<file path="src/hw/bpuPkg.sv">
`default_nettype none

package bpuPkg;

    // Datapath and queue sizing
    localparam int Xlen        = 32;
    localparam int QueueDepth  = 8;                       // Pending branches, also credits
    localparam int CreditWidth = $clog2(QueueDepth + 1);  // Holds 0..QueueDepth
    localparam int PtrWidth    = $clog2(QueueDepth);

    localparam logic [PtrWidth-1:0] LastSlot   = PtrWidth'(QueueDepth - 1);
    localparam logic [Xlen-1:0]     InstrBytes = Xlen'(4);  // Fall-through step

    // Major opcodes
    localparam logic [6:0] OpBranch = 7'b1100011;
    localparam logic [6:0] OpJal    = 7'b1101111;

    // Two-bit direction counters
    localparam logic [1:0] CounterInit    = 2'b10;  // Weakly taken
    localparam logic [1:0] TakenThreshold = 2'b10;

    // One fetched word, read as B-type or as J-type
    typedef union packed {
        struct packed {
            logic       imm12;
            logic [5:0] imm10_5;
            logic [4:0] rs2;
            logic [4:0] rs1;
            logic [2:0] funct3;
            logic [3:0] imm4_1;
            logic       imm11;
            logic [6:0] opcode;
        } b;
        struct packed {
            logic       imm20;
            logic [9:0] imm10_1;
            logic       imm11;
            logic [7:0] imm19_12;
            logic [4:0] rd;
            logic [6:0] opcode;
        } j;
    } instrWord;

endpackage

`default_nettype wire
</file>
<file path="src/hw/bpuTop.sv">
`timescale 1ns/10ps
`default_nettype none

module bpuTop (
    input  wire                          clk,
    input  wire                          reset,
    input  wire                          fetchValid,
    input  wire  [bpuPkg::Xlen-1:0]      fetchPc,
    input  wire  bpuPkg::instrWord       fetchInstr,
    output logic                         fetchReady,
    input  wire                          resolveValid,
    input  wire                          resolveTaken,
    output logic                         predValid,
    output logic                         predTaken,
    output logic [bpuPkg::Xlen-1:0]      predPc,
    output logic                         predRedirect,
    output logic                         flush,
    output logic [bpuPkg::Xlen-1:0]      flushPc
);

    // Predecode to predict
    logic                      decValid;
    logic                      decBranch;
    logic                      decJal;
    logic                      decBackward;
    logic [bpuPkg::Xlen-1:0]   decPc;
    logic [bpuPkg::Xlen-1:0]   decTarget;

    // Predict to queue
    logic                      pushValid;
    logic                      pushTaken;
    logic                      pushBackward;
    logic [bpuPkg::Xlen-1:0]   pushPc;
    logic [bpuPkg::Xlen-1:0]   pushTarget;

    // Queue back to the earlier stages
    logic                      trainValid;
    logic                      trainBackward;
    logic                      trainUp;
    logic                      creditReturn;

    branchPredecode predecode0 (
        .clk          (clk),
        .reset        (reset),
        .fetchValid   (fetchValid),
        .fetchPc      (fetchPc),
        .fetchInstr   (fetchInstr),
        .creditReturn (creditReturn),
        .fetchReady   (fetchReady),
        .decValid     (decValid),
        .decBranch    (decBranch),
        .decJal       (decJal),
        .decBackward  (decBackward),
        .decPc        (decPc),
        .decTarget    (decTarget)
    );

    directionPredict predict0 (
        .clk           (clk),
        .reset         (reset),
        .decValid      (decValid),
        .decBranch     (decBranch),
        .decJal        (decJal),
        .decBackward   (decBackward),
        .decPc         (decPc),
        .decTarget     (decTarget),
        .trainValid    (trainValid),
        .trainBackward (trainBackward),
        .trainUp       (trainUp),
        .predValid     (predValid),
        .predTaken     (predTaken),
        .predPc        (predPc),
        .predRedirect  (predRedirect),
        .pushValid     (pushValid),
        .pushTaken     (pushTaken),
        .pushBackward  (pushBackward),
        .pushPc        (pushPc),
        .pushTarget    (pushTarget)
    );

    resolveQueue queue0 (
        .clk           (clk),
        .reset         (reset),
        .pushValid     (pushValid),
        .pushTaken     (pushTaken),
        .pushBackward  (pushBackward),
        .pushPc        (pushPc),
        .pushTarget    (pushTarget),
        .resolveValid  (resolveValid),
        .resolveTaken  (resolveTaken),
        .flush         (flush),
        .flushPc       (flushPc),
        .trainValid    (trainValid),
        .trainBackward (trainBackward),
        .trainUp       (trainUp),
        .creditReturn  (creditReturn)
    );

endmodule

`default_nettype wire

</file>
<file path="src/hw/resolveQueue.sv">
`timescale 1ns/10ps
`default_nettype none

module resolveQueue (
    input  wire                          clk,
    input  wire                          reset,
    input  wire                          pushValid,
    input  wire                          pushTaken,
    input  wire                          pushBackward,
    input  wire  [bpuPkg::Xlen-1:0]      pushPc,
    input  wire  [bpuPkg::Xlen-1:0]      pushTarget,
    input  wire                          resolveValid,
    input  wire                          resolveTaken,
    output logic                         flush,
    output logic [bpuPkg::Xlen-1:0]      flushPc,
    output logic                         trainValid,
    output logic                         trainBackward,
    output logic                         trainUp,
    output logic                         creditReturn
);

    // Entry storage
    logic                      qTaken    [0:bpuPkg::QueueDepth-1];
    logic                      qBackward [0:bpuPkg::QueueDepth-1];
    logic [bpuPkg::Xlen-1:0]   qPc       [0:bpuPkg::QueueDepth-1];
    logic [bpuPkg::Xlen-1:0]   qTarget   [0:bpuPkg::QueueDepth-1];

    logic [bpuPkg::PtrWidth-1:0]      head;
    logic [bpuPkg::PtrWidth-1:0]      tail;
    logic [bpuPkg::CreditWidth-1:0]   occupancy;
    logic                             queueEmpty;
    logic                             pop;

    logic                      headTaken;
    logic                      headBackward;
    logic [bpuPkg::Xlen-1:0]   headPc;
    logic [bpuPkg::Xlen-1:0]   headTarget;
    logic                      mismatch;

    assign queueEmpty = (occupancy == '0);
    assign pop        = resolveValid && !queueEmpty;  // Stray reports are ignored

    assign headTaken    = qTaken[head];
    assign headBackward = qBackward[head];
    assign headPc       = qPc[head];
    assign headTarget   = qTarget[head];
    assign mismatch     = (headTaken != resolveTaken);

    always_ff @(posedge clk) begin
        if (pushValid) begin
            qTaken[tail]    <= pushTaken;
            qBackward[tail] <= pushBackward;
            qPc[tail]       <= pushPc;
            qTarget[tail]   <= pushTarget;
        end
    end

    // Pointers wrap at the last slot
    always_ff @(posedge clk) begin
        if (reset) begin
            head <= '0;
            tail <= '0;
        end else begin
            if (pushValid) begin
                tail <= (tail == bpuPkg::LastSlot) ? '0 : tail + 1'b1;
            end
            if (pop) begin
                head <= (head == bpuPkg::LastSlot) ? '0 : head + 1'b1;
            end
        end
    end

    always_ff @(posedge clk) begin
        if (reset) begin
            occupancy <= '0;
        end else begin
            case ({pushValid, pop})
                2'b10:   occupancy <= occupancy + 1'b1;
                2'b01:   occupancy <= occupancy - 1'b1;
                default: occupancy <= occupancy;  // Both or neither
            endcase
        end
    end

    always_ff @(posedge clk) begin
        if (reset) begin
            flush        <= 1'b0;
            trainValid   <= 1'b0;
            creditReturn <= 1'b0;
        end else begin
            flush        <= pop && mismatch;
            trainValid   <= pop;
            creditReturn <= pop;  // Slot freed, hand the credit back
        end
    end

    // Counter moves with the real outcome, so it follows a correct
    // prediction and backs away from a wrong one
    always_ff @(posedge clk) begin
        if (pop) begin
            flushPc       <= resolveTaken ? headTarget : headPc + bpuPkg::InstrBytes;
            trainBackward <= headBackward;
            trainUp       <= resolveTaken;
        end
    end

endmodule

`default_nettype wire

</file>
<file path="src/hw/directionPredict.sv">
`timescale 1ns/10ps
`default_nettype none

module directionPredict (
    input  wire                          clk,
    input  wire                          reset,
    input  wire                          decValid,
    input  wire                          decBranch,
    input  wire                          decJal,
    input  wire                          decBackward,
    input  wire  [bpuPkg::Xlen-1:0]      decPc,
    input  wire  [bpuPkg::Xlen-1:0]      decTarget,
    input  wire                          trainValid,
    input  wire                          trainBackward,
    input  wire                          trainUp,
    output logic                         predValid,
    output logic                         predTaken,
    output logic [bpuPkg::Xlen-1:0]      predPc,
    output logic                         predRedirect,
    output logic                         pushValid,
    output logic                         pushTaken,
    output logic                         pushBackward,
    output logic [bpuPkg::Xlen-1:0]      pushPc,
    output logic [bpuPkg::Xlen-1:0]      pushTarget
);

    logic [1:0]                fwdCounter;
    logic [1:0]                bwdCounter;
    logic [1:0]                selCounter;
    logic                      taken;
    logic [bpuPkg::Xlen-1:0]   nextPc;

    // Saturating step, stops at 0 and 3
    function automatic logic [1:0] satStep(input logic [1:0] cnt, input logic up);
        logic [1:0] result;
        result = cnt;
        if (up && cnt != 2'b11) begin
            result = cnt + 2'b01;
        end else if (!up && cnt != 2'b00) begin
            result = cnt - 2'b01;
        end
        return result;
    endfunction

    // Training from the resolve queue
    always_ff @(posedge clk) begin
        if (reset) begin
            fwdCounter <= bpuPkg::CounterInit;
            bwdCounter <= bpuPkg::CounterInit;
        end else if (trainValid) begin
            if (trainBackward) begin
                bwdCounter <= satStep(bwdCounter, trainUp);
            end else begin
                fwdCounter <= satStep(fwdCounter, trainUp);
            end
        end
    end

    assign selCounter = decBackward ? bwdCounter : fwdCounter;

    always_comb begin
        if (decJal) begin
            taken = 1'b1;  // Unconditional
        end else if (decBranch) begin
            taken = (selCounter >= bpuPkg::TakenThreshold);
        end else begin
            taken = 1'b0;
        end
    end

    assign nextPc = taken ? decTarget : decPc + bpuPkg::InstrBytes;

    always_ff @(posedge clk) begin
        if (reset) begin
            predValid    <= 1'b0;
            predRedirect <= 1'b0;
            pushValid    <= 1'b0;
        end else begin
            predValid    <= decValid;
            predRedirect <= decValid && taken;  // Early redirect of fetch
            pushValid    <= decValid && decBranch;
        end
    end

    always_ff @(posedge clk) begin
        if (decValid) begin
            predTaken <= taken;
            predPc    <= nextPc;
        end
    end

    // Queue entry for conditional branches
    always_ff @(posedge clk) begin
        if (decValid && decBranch) begin
            pushTaken    <= taken;
            pushBackward <= decBackward;
            pushPc       <= decPc;
            pushTarget   <= decTarget;
        end
    end

endmodule

`default_nettype wire

</file>
<file path="src/hw/branchPredecode.sv">
`timescale 1ns/10ps
`default_nettype none

module branchPredecode (
    input  wire                              clk,
    input  wire                              reset,
    input  wire                              fetchValid,
    input  wire        [bpuPkg::Xlen-1:0]    fetchPc,
    input  wire bpuPkg::instrWord            fetchInstr,
    input  wire                              creditReturn,
    output logic                             fetchReady,
    output logic                             decValid,
    output logic                             decBranch,
    output logic                             decJal,
    output logic                             decBackward,
    output logic       [bpuPkg::Xlen-1:0]    decPc,
    output logic       [bpuPkg::Xlen-1:0]    decTarget
);

    logic                             isBranch;
    logic                             isJal;
    logic                             accept;
    logic                             spend;
    logic [bpuPkg::Xlen-1:0]          bOffset;
    logic [bpuPkg::Xlen-1:0]          jOffset;
    logic [bpuPkg::Xlen-1:0]          offset;
    logic [bpuPkg::CreditWidth-1:0]   credits;

    // Both views share the opcode field
    assign isBranch = (fetchInstr.b.opcode == bpuPkg::OpBranch);
    assign isJal    = (fetchInstr.j.opcode == bpuPkg::OpJal);

    // B-type immediate, bit 12 is the sign
    assign bOffset = {{(bpuPkg::Xlen - 12){fetchInstr.b.imm12}},
                      fetchInstr.b.imm11,
                      fetchInstr.b.imm10_5,
                      fetchInstr.b.imm4_1,
                      1'b0};

    // J-type immediate, bit 20 is the sign
    assign jOffset = {{(bpuPkg::Xlen - 20){fetchInstr.j.imm20}},
                      fetchInstr.j.imm19_12,
                      fetchInstr.j.imm11,
                      fetchInstr.j.imm10_1,
                      1'b0};

    assign offset = isJal ? jOffset : bOffset;

    // Hold everything while no credit is left
    assign fetchReady = (credits != '0);
    assign accept     = fetchValid && fetchReady;
    assign spend      = accept && isBranch;  // Only conditional branches take a slot

    always_ff @(posedge clk) begin
        if (reset) begin
            credits <= bpuPkg::CreditWidth'(bpuPkg::QueueDepth);
        end else if (spend && !creditReturn) begin
            credits <= credits - 1'b1;
        end else if (creditReturn && !spend) begin
            credits <= credits + 1'b1;
        end
    end

    always_ff @(posedge clk) begin
        if (reset) begin
            decValid  <= 1'b0;
            decBranch <= 1'b0;
            decJal    <= 1'b0;
        end else begin
            decValid  <= accept;
            decBranch <= accept && isBranch;
            decJal    <= accept && isJal;
        end
    end

    // Payload follows decValid
    always_ff @(posedge clk) begin
        if (accept) begin
            decBackward <= offset[bpuPkg::Xlen-1];  // Negative offset jumps back
            decPc       <= fetchPc;
            decTarget   <= fetchPc + offset;
        end
    end

endmodule

`default_nettype wire

</file>
<file path="config.mk">
export PLATFORM = sky130hd
export DESIGN_NAME = bpuTop
export DESIGN_NICKNAME = d
export VERILOG_FILES = /design/src/hw/bpuPkg.sv /design/src/hw/bpuTop.sv /design/src/hw/resolveQueue.sv /design/src/hw/directionPredict.sv /design/src/hw/branchPredecode.sv
export SDC_FILE = /design/constraint.sdc
export NUM_CORES = 1
export LEC_CHECK = 0
export BUFFER_PORTS_ARGS = -buffer_cell sky130_fd_sc_hd__buf_2
export CAP_MARGIN = 10
export CORE_MARGIN = 2
export CORE_UTILIZATION = 40
export DETAILED_ROUTE_END_ITERATION = 8
export GPL_TIMING_DRIVEN = 0
export HOLD_SLACK_MARGIN = 0.1
export SYNTH_ARGS = -nofsm -noshare
export SYNTH_HDL_FRONTEND = slang
export SYNTH_SLANG_ARGS = --single-unit
</file>
<file path="constraint.sdc">
create_clock -name clk -period 7.1 [get_ports clk]
set_input_delay 0.71 -clock clk [delete_from_list [all_inputs] [get_ports clk]]
set_output_delay 0.71 -clock clk [all_outputs]
set_load 0.05 [all_outputs]
</file>
==> out/metrics.csv <==
stage,metric,value,unit
setup_path,crit_buf_inv,2,
pwr,finalPower,8.75,mW
setup_path,crit_chain,"buf_2, nor2b_1, nand4_1, nor2_1, clkbuf_1, mux2_2, ha_1, fa_1, a21oi_1, o211ai_1, a31oi_1, a2111oi_0, nor3b_1, nor2_1, a311oi_1, xnor2_1",
placement,io_buffers,137,
floorplanning,dieArea,77500,um^2
setup_path,cp-end-kind,flop,
min_path,hold_path.class,input pin to flop,
logic_synthesis,synthesis.area,30100,um^2
setup_path,cpPeakStageDelay,820,ps
setup_path,path_delay_family,simple AND/OR/NAND/NOR gates,
grt,antenna_found_initial,6,
logic_synthesis,syn-num-nets,1745,
sta,finalWorstSetupSlack,1400,ps
clock_tree,cts.sinks,745,
floorplanning,io_pins,138,
floorplanning,core,74400,um^2
sta,drv_slew,0,
layout,area_growth,16.1,%
clock_tree,htree_levels,3,
flow_run,drv_cap,0,
route,drcViolationCount,0,
grt,grtUsageMet3,0.0233,
sta,relSlewSlack,0.308,
sta,fmaxAchievable,175,MHz
grt,grt-ovfl-total,0,
clock_tree,cts_made_buffers,73,
logic_synthesis,synth_cell_types,63,
setup_path,crit_path_frequent_cell,nor2_1,
clock_tree,cts-root-buf,clkbuf_16,
setup_path,crit_end,predecode0.decTarget[31]$_DFFE_PP_,
clock_tree,clk_latency,610,ps
sta,final_hold_viol_count,0,
sta,fin_setup_tns,0,ps
sta,fin_crit,5700,ps
layout,fin_area,35000,um^2
route,vias,15600,
pwr,leakage,11.5,nW
sta,skew,28.7,ps
sta,hold_ws,286,ps
setup_path,critPathSlowestCell,nor2_1,
placement,hpwl,49700,um
layout,final_nets,1996,
setup_path,startpoint,fetchInstr[4],
route,routedWlPerCell,24.1,um
pwr,ir_drop,0.000158,V
setup_path,r2r_cells,8,
sta,setup_viol,0,
pwr,power.density,250,nW/um^2
layout,layout-drive-gt1-share,0.234,
clock_tree,ctsHoldBuffers,0,
clock_tree,cts_max_path_buffers,3,
setup_path,cp.depth,16,
logic_synthesis,async_reset_ff_frac,0,
layout,fill_cells,6196,
logic_synthesis,ys.flop_type,edfxtp_1,
logic_synthesis,synth_edf_count,716,
floorplanning,die_width,278,um
placement,dp.cells,2773,
logic_synthesis,yosysSeqAreaShare,0.734,
layout,fin_util,0.470,
grt,grt_max_degree,47,
route,routed_wl,70000,um
sta,period_share,0.803,
route,drtPass1Iterations,5,
status,outcome,finished clean,
clock_tree,clkSlewWorstSetupHoldPaths,60,ps
setup_path,critPathArrivalTime,6030,ps
grt,grt_pass1_wl,103000,um
route,drtAntennaViolNets,0,
grt,met2_usage,0.309,
floorplanning,rows,100,
logic_synthesis,avgSynthCellArea,18.5,um^2
logic_synthesis,ys_ff_latch,745,
layout,mostFrequentLayoutCell,edfxtp_1,
floorplanning,start_util,0.404,
setup_path,worst-setup-path-type,input pin to flop,
clock_tree,cts_setup_buffers,0,
layout,final_cells,2905,
setup_path,r2r_setup_slack,3020,ps
setup_path,crit_required,7430,ps
clock_tree,cts_tree,built,
clock_tree,cts_resized,0,
floorplanning,die_h,278,um
sta,tightest_slew,1030,ps
grt,grt_pass1_vias,16100,
setup_path,r2r-end,queue0.flushPc[10]$_DFFE_PP_,
logic_synthesis,syn_inst,1628,
grt,busiest_layer,met2,
sta,rsz0062_at_grt,no,
route,drt_iter0_drc,1221,
placement,place_congestion,0.797,
grt,use_met1,0.245,
placement,pre_cts_ws,631,ps
placement,placed_cell_area,32800,um^2
layout,most-common-layout-cells,"716 x edfxtp_1, 149 x buf_2, 111 x nand2_1",
setup_path,start_kind,input pin,
logic_synthesis,yosys_warnings,0,
setup_path,worstPathMaxFanout,10,
grt,grtUsageTotal,0.182,
route,routed_via_density,5.36,
-- cell families after synthesis --
logic type | synth area share
AO/OA/AOI/OAI | 0.0360
XOR/XNOR | 0.0265
adder cells (fa/ha/maj) | 0.0207
buffers and inverters | 0.0131
flip-flops | 0.734
multiplexers | 0.126
AND/OR/NAND/NOR | 0.0441
-- flip-flops by register name, indices dropped and copies added (netlist names), 4 cells and up, named ones only --
signal,flops
queue0.qTaken,8
predict0.predPc,32
predecode0.credits,4
queue0.qPc,248
predict0.pushTarget,32
queue0.qTarget,256
queue0.qBackward,8
predecode0.decTarget,32
queue0.flushPc,32
predict0.pushPc,31
queue0.occupancy,4
predecode0.decPc,31
-- synth_stat cells, types with 3 or more instances --
master,instances,area (um^2)
dfxtp_1,29,581
ha_1,45,563
or3_1,4,25.0
nand2_1,111,417
nor2_1,66,248
a221oi_1,3,26.3
mux2i_1,34,340
clkbuf_1,28,105
fa_1,3,60.1
mux4_2,99,2230
buf_1,6,22.5
a211oi_1,3,22.5
nand2b_1,5,31.3
o21ai_0,60,300
mux2_2,34,383
a31oi_1,5,31.3
xnor2_1,50,438
and2_1,7,43.8
buf_6,4,45.0
buf_4,7,52.6
nor3b_1,3,22.5
nor3_1,11,55.1
buf_2,12,60.1
edfxtp_1,716,21500
nor2b_1,9,56.3
o211ai_1,3,22.5
inv_1,23,86.3
a21o_1,23,173
o21bai_1,6,45.0
a21oi_1,60,300
or2_2,3,18.8
nand4_1,7,43.8
mux4_1,32,841
and3_1,11,68.8
nand3_1,27,135
xor2_1,41,359
o21ai_1,4,20.0
-- worst min-delay path by stage --
stage                     depth (start not counted)                                from                                 to
after detailed placement                          0  predecode0.decTarget[10]$_DFFE_PP_  predict0.pushTarget[10]$_DFFE_PP_
after CTS                                         1                          fetchPc[0]  predecode0.decTarget[0]$_DFFE_PP_
after global placement                            0  predecode0.decTarget[10]$_DFFE_PP_  predict0.pushTarget[10]$_DFFE_PP_
after floorplan                                   0   predecode0.decTarget[1]$_DFFE_PP_   predict0.pushTarget[1]$_DFFE_PP_
after global routing                              1                          fetchPc[0]  predecode0.decTarget[0]$_DFFE_PP_
final                                             1                          fetchPc[0]  predecode0.decTarget[0]$_DFFE_PP_
-- area by class of cell --
cell class / count / area [um^2] / share of cell area
clock buffer: 95 / 1980 / 0.0567
timing repair buffer: 176 / 1380 / 0.0394
multi-input combinational: 801 / 7690 / 0.220
antenna: 4 / 10.0 / 0.000286
inverter: 24 / 90.1 / 0.00258
buffer: 58 / 305 / 0.00873
sequential: 745 / 22100 / 0.632
tap: 969 / 1210 / 0.0347
clock inverter: 33 / 206 / 0.00591
-- report_power, final --
part | total [mW] | switching [mW] | internal (mW)
combinational | 0.275 | 0.170 | 0.104
clock | 3.58 | 1.58 | 2.01
sequential | 4.89 | 0.0599 | 4.83
total | 8.75 | 1.81 | 6.94
-- per-layer routing --
metal / vias up / share of wire
met2: 372 / 0.50
met1: 8116 / 0.43
li1: 6994 / -
met5: - / 0
met3: 79 / 0.044
met4: 0 / 0.019
-- worst register-to-register path: stages, from the launching register on --
cell,delay (ps)
dfxtp_1,390
buf_4,230
clkbuf_1,570
buf_1,770
buf_2,450
clkbuf_1,670
mux4_2,430
mux2i_1,160
a21oi_1,120
No activity file was read; power rests on OpenSTA's default activity.
